**src/sigdel_pkg.sv**
```systemverilog
`default_nettype none

package sigdel_pkg;

  //////////////////////////////
  // Strobe rates
  //////////////////////////////
  localparam int fs_div  = 4;               // Clocks per sample strobe
  localparam int osr     = 16;              // Oversampling ratio
  localparam int dec_div = fs_div * osr;    // Clocks per decimated word

  localparam int cnt_w = $clog2(dec_div);   // Divider counter, 6 bits
  localparam int fs_w  = $clog2(fs_div);    // Low bits that make fs_en

  //////////////////////////////
  // Word widths
  //////////////////////////////
  localparam int acc_w  = 16;   // Integrator, comb and result words
  localparam int code_w = 8;    // Modulator code and PWM width

  // Sinc3 bits 11..4 feed the PWM
  localparam int pwm_lsb = 4;

  // Results of all three decimators, one word per decimation
  typedef struct packed {
    logic [acc_w-1:0] s1;     // Sinc1, ones in last osr samples
    logic [acc_w-1:0] s2;     // Sinc2
    logic [acc_w-1:0] s3;     // Sinc3
    logic             valid;  // One clock after dec_en
  } sinc_res_t;

endpackage

`default_nettype wire
```
**src/sigdel.sv**
```systemverilog
`timescale 1ns/1ns
`default_nettype none

module sigdel (
  input  logic                          clk,
  input  logic                          rst_n,
  input  logic [sigdel_pkg::code_w-1:0] code,
  output sigdel_pkg::sinc_res_t         res,
  output logic                          pwm_out
);

  import sigdel_pkg::*;

  logic fs_en;      // Sample strobe
  logic dec_en;     // Decimation strobe
  logic bitstream;  // Modulator output

  logic [acc_w-1:0] s1;
  logic [acc_w-1:0] s2;
  logic [acc_w-1:0] s3;
  logic             v3;

  logic [code_w-1:0] pwm_width;

  //////////////////////////////
  // Strobes and modulator
  //////////////////////////////
  clkdiv u_clkdiv (.clk(clk), .rst_n(rst_n), .fs_en(fs_en), .dec_en(dec_en));

  sdm_mod u_sdm (
    .clk(clk), .rst_n(rst_n), .fs_en(fs_en), .code(code), .bitstream(bitstream)
  );

  //////////////////////////////
  // Decimators, same stream
  //////////////////////////////
  sinc_filter #(.order(1)) u_sinc1 (
    .clk(clk), .rst_n(rst_n), .fs_en(fs_en), .dec_en(dec_en),
    .bitstream(bitstream), .result(s1), .valid()
  );

  sinc_filter #(.order(2)) u_sinc2 (
    .clk(clk), .rst_n(rst_n), .fs_en(fs_en), .dec_en(dec_en),
    .bitstream(bitstream), .result(s2), .valid()
  );

  sinc_filter #(.order(3)) u_sinc3 (
    .clk(clk), .rst_n(rst_n), .fs_en(fs_en), .dec_en(dec_en),
    .bitstream(bitstream), .result(s3), .valid(v3)
  );

  assign res = '{s1: s1, s2: s2, s3: s3, valid: v3};  // Sinc3 valid stands for all

  // Sinc3 bits 11..4, clipped at 4096 and above
  assign pwm_width = (|s3[acc_w-1:pwm_lsb+code_w]) ? '1 : s3[pwm_lsb +: code_w];

  pwm u_pwm (
    .clk(clk), .rst_n(rst_n), .load(v3), .width(pwm_width), .pwm_out(pwm_out)
  );

endmodule

`default_nettype wire

```
**src/pwm.sv**
```systemverilog
`timescale 1ns/1ns
`default_nettype none

module pwm (
  input  logic                          clk,
  input  logic                          rst_n,
  input  logic                          load,
  input  logic [sigdel_pkg::code_w-1:0] width,
  output logic                          pwm_out
);

  import sigdel_pkg::*;

  logic [code_w-1:0] cnt;       // Period of 256 clocks
  logic [code_w-1:0] width_q;   // Latched duty

  always_ff @(posedge clk) begin
    if (!rst_n) begin
      cnt <= '0;
    end else begin
      cnt <= cnt + 1'b1;
    end
  end

  // New width taken on the clock after load
  always_ff @(posedge clk) begin
    if (!rst_n) begin
      width_q <= '0;
    end else if (load) begin
      width_q <= width;
    end
  end

  // High for width_q clocks per period
  // Width zero never goes high
  assign pwm_out = (cnt < width_q);

endmodule

`default_nettype wire

```
**src/sinc_filter.sv**
```systemverilog
`timescale 1ns/1ns
`default_nettype none

module sinc_filter #(
  parameter int order = 3   // CIC order, 1 to 3
) (
  input  logic                         clk,
  input  logic                         rst_n,
  input  logic                         fs_en,
  input  logic                         dec_en,
  input  logic                         bitstream,
  output logic [sigdel_pkg::acc_w-1:0] result,
  output logic                         valid
);

  import sigdel_pkg::*;

  if (order < 1 || order > 3) begin : g_order_chk
    $error("sinc_filter: order %0d outside 1 to 3", order);
  end

  //////////////////////////////
  // Integrators at sample rate
  //////////////////////////////
  logic [acc_w-1:0] integ     [order];  // Integrator state
  logic [acc_w-1:0] integ_nxt [order];  // Value after this sample

  always_comb begin
    // Bitstream counts as 0 or 1
    integ_nxt[0] = integ[0] + {{(acc_w-1){1'b0}}, bitstream};
    for (int i = 1; i < order; i++) begin
      integ_nxt[i] = integ[i] + integ_nxt[i-1];  // Chain on new value
    end
  end

  //////////////////////////////
  // Combs at decimated rate
  //////////////////////////////
  logic [acc_w-1:0] comb_in  [order];
  logic [acc_w-1:0] comb_out [order];
  logic [acc_w-1:0] comb_dly [order];   // Input at previous dec_en

  always_comb begin
    comb_in[0]  = integ_nxt[order-1];
    comb_out[0] = comb_in[0] - comb_dly[0];
    for (int j = 1; j < order; j++) begin
      comb_in[j]  = comb_out[j-1];
      comb_out[j] = comb_in[j] - comb_dly[j];   // Wraps mod 2^16
    end
  end

  always_ff @(posedge clk) begin
    if (!rst_n) begin
      for (int k = 0; k < order; k++) begin
        integ[k]    <= '0;
        comb_dly[k] <= '0;
      end
      result <= '0;
      valid  <= 1'b0;
    end else begin
      valid <= dec_en;  // Single pulse, one clock late
      if (fs_en) begin
        for (int k = 0; k < order; k++) begin
          integ[k] <= integ_nxt[k];
        end
      end
      if (dec_en) begin
        for (int k = 0; k < order; k++) begin
          comb_dly[k] <= comb_in[k];
        end
        result <= comb_out[order-1];  // Held until next decimation
      end
    end
  end

  // Result word only announced right after a decimation strobe
  a_valid_after_dec : assert property (
    @(posedge clk) disable iff (!rst_n) valid |-> $past(dec_en)
  ) else $error("sinc_filter: valid without preceding dec_en");

endmodule

`default_nettype wire

```
**src/sdm_mod.sv**
```systemverilog
`timescale 1ns/1ns
`default_nettype none

module sdm_mod (
  input  logic                          clk,
  input  logic                          rst_n,
  input  logic                          fs_en,
  input  logic [sigdel_pkg::code_w-1:0] code,
  output logic                          bitstream
);

  import sigdel_pkg::*;

  // First order error feedback loop
  // Residue stays in acc, overflow is the output bit
  logic [code_w-1:0] acc;
  logic [code_w:0]   sum;   // Carry in top bit

  assign sum = {1'b0, acc} + {1'b0, code};

  always_ff @(posedge clk) begin
    if (!rst_n) begin
      acc       <= '0;
      bitstream <= 1'b0;
    end else if (fs_en) begin
      acc       <= sum[code_w-1:0];   // Keep quantization error
      bitstream <= sum[code_w];       // Density code/256
    end
  end
  // Bitstream held between strobes

endmodule

`default_nettype wire

```
**src/clkdiv.sv**
```systemverilog
`timescale 1ns/1ns
`default_nettype none

module clkdiv (
  input  logic clk,
  input  logic rst_n,
  output logic fs_en,
  output logic dec_en
);

  import sigdel_pkg::*;

  logic [cnt_w-1:0] cnt;  // Free running, wraps every dec_div clocks

  always_ff @(posedge clk) begin
    if (!rst_n) begin
      cnt <= '0;
    end else begin
      cnt <= cnt + 1'b1;
    end
  end

  // Sample strobe when low bits all ones
  assign fs_en  = &cnt[fs_w-1:0];
  assign dec_en = &cnt;           // Last clock of the 64-clock frame

  //////////////////////////////
  // Checks
  //////////////////////////////
  // Filters run combs only on dec_en and need a fresh sample there too
  a_dec_on_fs : assert property (
    @(posedge clk) disable iff (!rst_n) dec_en |-> fs_en
  ) else $error("clkdiv: dec_en without fs_en");

endmodule

`default_nettype wire

```
**config.mk**
```make
export PLATFORM = sky130hd
export DESIGN_NAME = sigdel
export DESIGN_NICKNAME = d
export VERILOG_FILES = /design/src/sigdel_pkg.sv /design/src/sigdel.sv /design/src/pwm.sv /design/src/sinc_filter.sv /design/src/sdm_mod.sv /design/src/clkdiv.sv
export SDC_FILE = /design/constraint.sdc
export NUM_CORES = 1
export LEC_CHECK = 0
export BUFFER_PORTS_ARGS = -buffer_cell sky130_fd_sc_hd__buf_2
export CAP_MARGIN = 15
export CORE_MARGIN = 1.5
export CORE_UTILIZATION = 54
export CTS_BUF_LIST = sky130_fd_sc_hd__clkbuf_4 sky130_fd_sc_hd__clkbuf_8
export DETAILED_ROUTE_END_ITERATION = 16
export GPL_TIMING_DRIVEN = 0
export HOLD_SLACK_MARGIN = 0.05
export PLACE_DENSITY = 0.71
export SLEW_MARGIN = 10
export SYNTH_ARGS = -nofsm -noshare
export SYNTH_HDL_FRONTEND = slang
export SYNTH_SLANG_ARGS = --single-unit
```
**constraint.sdc**
```tcl
create_clock -name clk -period 14.1 [get_ports clk]
set_input_delay 1.41 -clock clk [delete_from_list [all_inputs] [get_ports clk]]
set_output_delay 1.41 -clock clk [all_outputs]
set_load 0.01 [all_outputs]
```
==> results of run 1 <==
[layer usage]
layer / vias up / global-route usage / wire length, um
met2: 293 / 0.3657 / 16350
met5: - / 0 / 0
met4: 0 / 0.06286 / 843
li1: 6406 / - / -
met3: 70 / 0.03769 / 2075
met1: 6064 / 0.3171 / 17760
[layout make-up]
type                    count  area, um^2
well taps                 396       495.5
clock buffers              68       835.8
flip-flops and latches    272        7367
multi-input cells        1275        8805
repair buffers             60       345.3
inverters                 194       733.2
fillers                  2629       11960
plain buffers              45       180.2
clock inverters            18       112.6
[layout by cell type (no fill, tap or decap), types with 19 or more instances in the layout]
cell type	netlist	final
a21oi_1	108	108
ha_1	166	166
nor2_1	205	205
xor2_1	75	75
and3_1	35	35
buf_2	0	58
nor2b_1	49	49
dfxtp_1	80	80
clkbuf_1	39	39
nand3_1	35	35
o21a_1	23	23
and2_1	41	41
nand2b_1	19	19
xnor2_1	82	82
nand2_1	127	127
clkbuf_8	0	52
a21o_1	35	35
edfxtp_1	192	192
o21ai_0	74	74
inv_1	193	191
nor3_1	32	32
[flip-flops by register name, indices dropped and copies added (netlist names)]
name              cells
u_sinc3.integ        48
u_sinc3.result       16
u_sinc1.comb_dly     16
u_sinc1.integ        16
u_sinc2.result       16
u_sdm.acc             8
u_sdm.bitstream       1
u_pwm.cnt             8
u_sinc3.valid         1
u_sinc2.comb_dly     32
u_sinc3.comb_dly     48
u_clkdiv.cnt          6
u_sinc1.result       16
u_pwm.width_q         8
u_sinc2.integ        32
[power by group through the flow]
stage / Sequential (mW) / Clock, mW / Combinational (mW)
6_report: 0.899 / 0.732 / 1.67
5_1_grt: 0.902 / 0.780 / 1.87
4_1_cts: 0.899 / 0.746 / 1.67
3_5_place_dp: 0.916 / 0 / 1.66
3_3_place_gp: 0.918 / 0 / 1.61
2_1_floorplan: 0.914 / 0 / 1.30
[kinds of logic (layout without fill, tap and decap cells)]
group,after synthesis,count (layout),share of synthesized area
AOI/OAI and AO/OA,340,340,0.1261
xor gates and xnor gates,162,162,0.08659
adders and majority gates,176,176,0.1333
buffers and inverters,239,385,0.05318
DFF,272,272,0.4313
muxes,8,8,0.004688
and+or+nand+nor,589,589,0.1648
[worst max path at each step]
| stage | startpoint | cells past startpoint | slack, ps | end |
|---|---|---|---|---|
| 6_report | u_sdm.bitstream | 35 | 6120 | u_sinc3.result[15] |
| 5_1_grt | u_sdm.bitstream | 35 | 5450 | u_sinc3.result[15] |
| 4_1_cts | u_sdm.bitstream | 35 | 6150 | u_sinc3.result[15] |
| 3_5_place_dp | u_sdm.bitstream | 35 | 6200 | u_sinc3.result[15] |
| 3_3_place_gp | u_sdm.bitstream | 35 | 6290 | u_sinc3.result[15] |
| 2_1_floorplan | u_sinc3.integ[0][0] | 35 | 7480 | u_sinc3.result[15] |
==> qor.yml, run 1 <==
cts:
  cts_setup_buffers: 0
  ctsResizeCount: 0
  h-tree-depth: 2
  clkLatencyLatePin_ps: 570
  cts.sinks: 272
  holdBufCountCts: 0
  clkSlewWorstSetupHoldPaths_ps: 60
  clock_path_buffers: 3
  cts_tree: "built"
  numCtsBuffers: 47
  root_buffer: "clkbuf_8"
min_path:
  whs_path_depth: 1
  min_to: "u_clkdiv.cnt[0]"
  hold_start: "u_clkdiv.cnt[0]"
  hold_path_class: "reg2reg"
yosys:
  synth_seq_cells: 272
  netlist_area_um2: 17080
  yosys-top-cells-count: "205 x nor2_1, 193 x inv_1, 192 x edfxtp_1, 166 x ha_1, 127 x nand2_1"
  ys_warn_count: 0
  synthDistinctLibCells: 66
  synth.most_common_cell: "nor2_1"
  synth_ff_type: "edfxtp_1"
  yosys-top-cells-area: "edfxtp_1 34%, ha_1 12%, dfxtp_1 9.4%, nor2_1 4.5%, inv_1 4.2%"
  synth_top_area_cell: "edfxtp_1"
  synthArstFlopShare: 0
  syn_avg_cell_area_um2: 9.563
  syn_inst: 1786
  synth.net_count: 1972
  synth_edf_count: 192
  seq_area_frac_synth: 0.4313
  synth_top_area_share: 0.3376
floorplanning:
  ios: 60
  die_h_um: 180.8
  dieWidth_um: 180.8
  fp.coreArea_um2: 30830
  die_area_um2: 32700
  start_util: 0.5540
  rows: 64
timing:
  skew_ps: 19.88
  period_share: 0.5663
  hold_viol: 0
  period_needed_ps: 7985
  finalWorstSetupSlack_ps: 6115
  rsz0062_at_grt: "false"
  tightest_slew_ps: 1146
  finalSetupTns_ps: 0
  maxSlewViolCount: 0
  fmax_mhz: 125.2
  setup_violations: 0
  holdWs_ps: 448.1
  max_slew_margin: 0.2330
global_routing:
  grt_antenna_before_repair: 0
  first_global_vias: 12389
  grt_pass1_wl_mm: 60.78
  grt_max_degree: 55
  overflow: 0
  grt_use_total: 0.2272
critical_path:
  path_class: "reg2reg"
  r2r_end: "u_sinc3.result[15]"
  cpMaxStageDelayCell: "dfxtp_1"
  worst_path_dominant_cell_family: "compound AO/OA/AOI/OAI gates"
  max_stage_delay_ps: 440
  crit_fanout: 6
  crit_top_cell: "ha_1"
  required_ps: 14590
  rr_worst_depth: 35
  worstPathArrival_ps: 8480
  endpoint_kind: "flop"
  r2r_start: "u_sdm.bitstream"
  r2r_slack_ps: 6120
  path_buf_inv: 1
  startpoint_type: "flop"
detailed_routing:
  vias: 12833
  drtPass1Iterations: 5
  drtAntennaViolNets: 0
  drt-initial-drc-count: 669
  wl_per_cell_um: 15.91
  drt_wl_total_mm: 37.03
  viasPerCell: 5.512
  drc: 0
status:
  status: "completed"
power_and_ir_drop:
  swShare: 0.3964
  internal-power_mw: 1.995
  power_density_nw_per_um2: 175.1
  p_leak_nw: 8.184
  p_clk_frac: 0.221
  net-switching-power_mw: 1.310
  seqPwrFrac: 0.272
  p_total_mw: 3.305
  power_frac_comb: 0.507
  ir_drop_mv: 0.1404
placed_design:
  port_buffers: 58
  dpl.hpwl_mm: 27.90
  placed_area_um2: 17930
  post-place-ws_ps: 6204
  dpl.cell_count: 2242
  gp_congestion: 0.8419
layout:
  fin_util: 0.6122
  area_growth_pct: 10.51
  fin_area_um2: 18870
  nets: 2081
  drive_above_1_share: 0.08540
  fin_cells: 2328
  diodes: 0
flow_run:
  max-cap-violations: 0
Note: power is estimated with default switching activity, not from simulation.
==> run 2, diff against run 1 <==
clock period = 8 ns   (was 14.1 ns; I/O delays follow)
==> run 2 against run 1 <==
Effect of this change: final cell count grew 0.21%; clock power increased by 76%; register-to-register slack worse by 5600 ps; die area did not move; hold slack improved by 2.3 ps; largest cell class unchanged; largest power group unchanged.
==> qor.yml, run 2 (synthesized netlist as in run 1, its figures left out) <==
layout:
  fin_util: 0.6149  # was 0.6122
  top_regs: "u_sinc3.comb_dly (48), u_sinc3.integ (48)"  # unchanged
  drive_above_1_share: 0.09293  # was 0.08540
  nets: 2086  # was 2081
  fillerInstances: 2620  # was 2629
  final_common_cell: "nor2_1"  # unchanged
  diodes: 0  # unchanged
  mostFrequentLayoutCells: "204 x nor2_1, 192 x edfxtp_1, 191 x inv_1"  # was 205 x nor2_1, 192 x edfxtp_1, 191 x inv_1
  area_growth_pct: 11.00  # was 10.51%
detailed_routing:
  viasPerCell: 5.509  # was 5.512
  drt_wl_total_mm: 37.13  # was 37.03 mm
  drtAntennaViolNets: 0  # unchanged
  drt-initial-drc-count: 674  # was 669
  drtPass1Iterations: 5  # unchanged
  drc: 0  # unchanged
  vias: 12852  # was 12833
  wl_per_cell_um: 15.92  # was 15.91 um
power_and_ir_drop:
  power_density_nw_per_um2: 310.1  # was 175.1 nW/um^2
  p_leak_nw: 8.222  # was 8.184 nW
  ir_drop_mv: 0.2483  # was 0.1404 mV
timing:
  hold_viol: 0  # unchanged
  period_needed_ps: 7524  # was 7985 ps
  rsz0062_at_grt: "false"  # unchanged
  skew_ps: 18.75  # was 19.88 ps
  setup_violations: 0  # unchanged
  max_slew_margin: 0.2673  # was 0.2330
  maxSlewViolCount: 0  # unchanged
  finalSetupTns_ps: 0  # unchanged
  period_share: 0.9404  # was 0.5663
  tightest_slew_ps: 1095  # was 1146 ps
  fmax_mhz: 132.9  # was 125.2 MHz
placed_design:
  port_buffers: 58  # unchanged
  gp_congestion: 0.8419  # unchanged
  dpl.hpwl_mm: 27.90  # unchanged
floorplanning:
  die_h_um: 180.8  # unchanged
  fp.coreArea_um2: 30830  # unchanged
  start_util: 0.5540  # unchanged
  die_area_um2: 32700  # unchanged
  rows: 64  # unchanged
  dieWidth_um: 180.8  # unchanged
  ios: 60  # unchanged
min_path:
  hold_path_class: "reg2reg"  # unchanged
  min_to: "u_sinc2.result[8]"  # was u_clkdiv.cnt[0]
  whs_path_depth: 2  # was 1
  hold_start: "u_sinc2.result[8]"  # was u_clkdiv.cnt[0]
flow_run:
  max-cap-violations: 0  # unchanged
critical_path:
  endpoint_kind: "flop"  # unchanged
  r2r_start: "u_sinc3.integ[0][0]"  # was u_sdm.bitstream
  crit_fanout: 6  # unchanged
  startpoint_type: "flop"  # unchanged
  required_ps: 8490  # was 14590 ps
  max_stage_delay_ps: 390  # was 440 ps
  r2r_slack_ps: 480  # was 6120 ps
  r2r_end: "u_sinc3.result[15]"  # unchanged
  worstPathArrival_ps: 8010  # was 8480 ps
  rr_worst_depth: 34  # was 35
  cpMaxStageDelayCell: "fa_1"  # was dfxtp_1
  path_class: "reg2reg"  # unchanged
  crit_top_cell: "ha_1"  # unchanged
cts:
  cts_tree: "built"  # unchanged
  clkLatencyLatePin_ps: 570  # about the same
  clkSlewWorstSetupHoldPaths_ps: 60  # about the same
  numCtsBuffers: 47  # unchanged
  root_buffer: "clkbuf_8"  # unchanged
  clock_path_buffers: 3  # unchanged
  cts.sinks: 272  # unchanged
  h-tree-depth: 2  # unchanged
global_routing:
  grt_antenna_before_repair: 0  # unchanged
  grt_use_total: 0.2272  # unchanged
  overflow: 0  # unchanged
  grt_max_degree: 55  # unchanged
  first_global_vias: 12389  # unchanged
  grt_pass1_wl_mm: 60.78  # unchanged
status:
  status: "completed"  # unchanged
[run 2: changes by cell type in the layout (fill, tap and decap cells not counted), moves of 2 or more]
| cell | previous run | this run |
|---|---|---|
| buf_4 | 1 | 6 |
| nor3_2 | 0 | 3 |
| nor3_1 | 32 | 29 |
| a21oi_2 | 0 | 2 |
| a21oi_1 | 108 | 106 |
[run 2: worst max-delay path by stage]
stage | from | end | depth (start not counted)
2_1_floorplan | u_sinc3.integ[0][0] | u_sinc3.result[15] | 35
3_3_place_gp | u_sdm.bitstream | u_sinc3.result[15] | 35
3_5_place_dp | u_sdm.bitstream | u_sinc3.result[15] | 35
4_1_cts | u_sdm.bitstream | u_sinc3.result[15] | 35
5_1_grt | u_sinc3.integ[0][0] | u_sinc3.result[15] | 35
6_report | u_sinc3.integ[0][0] | u_sinc3.result[15] | 34
[run 2: repair_timing]
action                                 4_1_cts  5_1_grt
setup endpoints to repair                    0        4
buffers inserted                             0        5
gates resized for setup                      0       11
hold buffers                                 0        0
endpoints found under the hold margin        0        0
[run 2: cell type report]
class,instances,area [um^2],area share
well taps,396,495.5,0.02614
inverters,194,733.2,0.03867
flip-flops and latches,272,7368,0.3887
repair buffers,65,382.9,0.02020
clock inverters,18,112.6,0.005940
clock buffers,68,835.8,0.04409
multi-input cells,1275,8850,0.4668
plain buffers,45,180.2,0.009504
[run 2: routing by layer]
metal / GRT usage / part of all wire
met1: 0.3171 / 0.48
met3: 0.03769 / 0.056
met2: 0.3657 / 0.44
met4: 0.06286 / 0.022
met5: 0 / 0
[run 2: power by group]
part / internal, mW / switching (mW)
clock: 0.705 / 0.587
combinational: 1.28 / 1.72
sequential: 1.56 / 0.0261
total: 3.54 / 2.33
[run 2: worst max-delay path: cells and delay by family, from the launching register on]
kind / cells / cell delay, ps
DFF: 1 / 370
AOI/OAI and AO/OA: 15 / 2760
adders and majority gates: 7 / 2260
xor gates and xnor gates: 4 / 990
and+or+nand+nor: 5 / 760
buffers and inverters: 3 / 300
[run 2: per-stage QoR]
step	area (um^2)	total power, mW	hold slack [ps]	worst slack (ps)	std cells
after CTS	18870	5.839	451.0	51.27	2328
after floorplan	17080	3.908	417.6	1375	1786
final	18960	5.879	450.3	476.4	2333
after global routing	18960	6.318	471.2	1.810	2333
after global placement	17870	4.462	427.8	187.8	2240
after detailed placement	17930	4.531	437.0	104.4	2242
==> run 3, diff against run 2 <==
CORE_MARGIN = 5   (was 1.5)
==> run 3 against run 2 <==
Effect of this change: hold slack worse by 2.8 ps; combinational power is 1% lower; fmax is 0.40% lower; non-clock buffer count is 1 lower; final cell count is 0.26% higher; via count is 1.3% lower; routed wire length is 0.37% lower; design area is 0.15% higher; utilization is 1.0 points lower.
==> qor.yml, run 3 (synthesized netlist as in run 1, its figures left out) <==
critical_path:
  worstPathArrival_ps: 8040  # was 8010 ps
  path_class: "reg2reg"  # unchanged
  worst_path_dominant_cell_family: "compound AO/OA/AOI/OAI gates"  # unchanged
  path_buf_inv: 2  # was 3
  startpoint_type: "flop"  # unchanged
  crit_fanout: 6  # unchanged
  crit_top_cell: "ha_1"  # unchanged
  max_stage_delay_ps: 400  # was 390 ps
  required_ps: 8490  # about the same
  cpMaxStageDelayCell: "fa_1"  # unchanged
  endpoint_kind: "flop"  # unchanged
timing:
  period_share: 0.9442  # was 0.9404
  skew_ps: 17.42  # was 18.75 ps
  maxSlewViolCount: 0  # unchanged
  fmax_mhz: 132.4  # was 132.9 MHz
  finalWorstSetupSlack_ps: 446.1  # was 476.4 ps
  finalSetupTns_ps: 0  # unchanged
  setup_violations: 0  # unchanged
  hold_viol: 0  # unchanged
  period_needed_ps: 7554  # was 7524 ps
  max_slew_margin: 0.2145  # was 0.2673
  tightest_slew_ps: 1174  # was 1095 ps
  holdWs_ps: 447.5  # was 450.3 ps
detailed_routing:
  vias: 12685  # was 12852
  drtAntennaViolNets: 0  # unchanged
  drt_wl_total_mm: 37.00  # was 37.13 mm
  drt-initial-drc-count: 661  # was 674
  drc: 0  # unchanged
  wl_per_cell_um: 15.82  # was 15.92 um
  drtPass1Iterations: 5  # unchanged
  viasPerCell: 5.423  # was 5.509
cts:
  root_buffer: "clkbuf_8"  # unchanged
  h-tree-depth: 2  # unchanged
  clkSlewWorstSetupHoldPaths_ps: 60  # about the same
  clkLatencyLatePin_ps: 560  # was 570 ps
  numCtsBuffers: 48  # was 47
  clock_path_buffers: 3  # unchanged
  cts_tree: "built"  # unchanged
  cts.sinks: 272  # unchanged
floorplanning:
  rows: 65  # was 64
  die_area_um2: 35290  # was 32700 um^2
  ios: 60  # unchanged
  fp.coreArea_um2: 31390  # was 30830 um^2
  start_util: 0.5441  # was 0.5540
  die_h_um: 187.8  # was 180.8 um
  dieWidth_um: 187.8  # was 180.8 um
global_routing:
  grt_antenna_before_repair: 0  # unchanged
  overflow: 0  # unchanged
  grt_pass1_wl_mm: 61.41  # was 60.78 mm
  first_global_vias: 12541  # was 12389
  grt_max_degree: 59  # was 55
  grt_use_total: 0.2090  # was 0.2272
layout:
  area_growth_pct: 11.16  # was 11.00%
  nets: 2086  # unchanged
  seqCellArea_um2: 7368  # unchanged
  fillerInstances: 2685  # was 2620
  diodes: 0  # unchanged
  top_regs: "u_sinc3.comb_dly (48), u_sinc3.integ (48)"  # unchanged
  fin_area_um2: 18990  # was 18960 um^2
  final_common_cell: "nor2_1"  # unchanged
  fin_cells: 2339  # was 2333
  drive_above_1_share: 0.09448  # was 0.09293
  mostFrequentLayoutCells: "204 x nor2_1, 192 x edfxtp_1, 191 x inv_1"  # unchanged
  multi_input_area_um2: 8860  # was 8850 um^2
placed_design:
  port_buffers: 58  # unchanged
  dpl.hpwl_mm: 28.06  # was 27.90 mm
  gp_congestion: 0.8357  # was 0.8419
  placed_area_um2: 17930  # unchanged
  post-place-ws_ps: 29.07  # was 104.4 ps
  dpl.cell_count: 2248  # was 2242
power_and_ir_drop:
  ir_drop_mv: 0.2584  # was 0.2483 mV
  power_density_nw_per_um2: 307.3  # was 310.1 nW/um^2
  p_leak_nw: 8.243  # was 8.222 nW
status:
  status: "completed"  # unchanged
flow_run:
  max-cap-violations: 0  # unchanged
min_path:
  hold_path_class: "reg2reg"  # unchanged
==> run 3: layout make-up <==
cell class                 count  area share
clock buffer                  74     0.04804
clock inverter                13    0.003229
timing repair buffer          64     0.01938
tap                          402     0.02649
inverter                     194     0.03862
sequential                   272      0.3881
multi-input combinational   1275      0.4667
buffer                        45    0.009490
==> run 3: path summary, 6_finish.rpt <==
check,to,startpoint,slack [ps],cells past startpoint
setup / recovery,u_sinc3.result[15],u_sinc3.integ[0][0],450,35
hold reg to reg,u_sinc2.result[10],u_sinc2.result[10],450,2
setup reg to reg,u_sinc3.result[15],u_sinc3.integ[0][0],450,35
hold / removal,u_sinc2.result[10],u_sinc2.result[10],450,2
==> run 3: worst min-delay path, stage by stage, from the launching register on <==
cell and delay (ps):
dfxtp_1 310, nand2_1 50, a21oi_1 50
==> run 3: per-layer routing <==
layer,track usage,up-vias,routed length (um)
met5,0,-,0
met4,0.05534,0,820
met1,0.3027,5939,18240
li1,-,6415,-
met3,0.03220,62,1844
met2,0.3298,269,16090
==> run 3: repair_timing <==
| action | in CTS | in global routing |
|---|---|---|
| endpoints found under the setup margin | 1 | 3 |
| pin swaps | 0 | 3 |
| setup buffers | 0 | 4 |
| resized for setup | 1 | 14 |
| hold buffers | 0 | 0 |
==> run 3: stage by stage <==
stage	utilization	power (mW)
after floorplan	-	3.908
after global placement	0.5694	4.448
after detailed placement	0.5710	4.514
after CTS	0.6023	5.829
after global routing	0.6048	6.296
final	0.6048	5.834
==> run 3: report_power, final <==
group / switching (mW) / internal (mW) / leakage (nW)
registers: 0.0264 / 1.56 / 2.64
clock network: 0.569 / 0.724 / 0.522
logic: 1.68 / 1.28 / 5.08
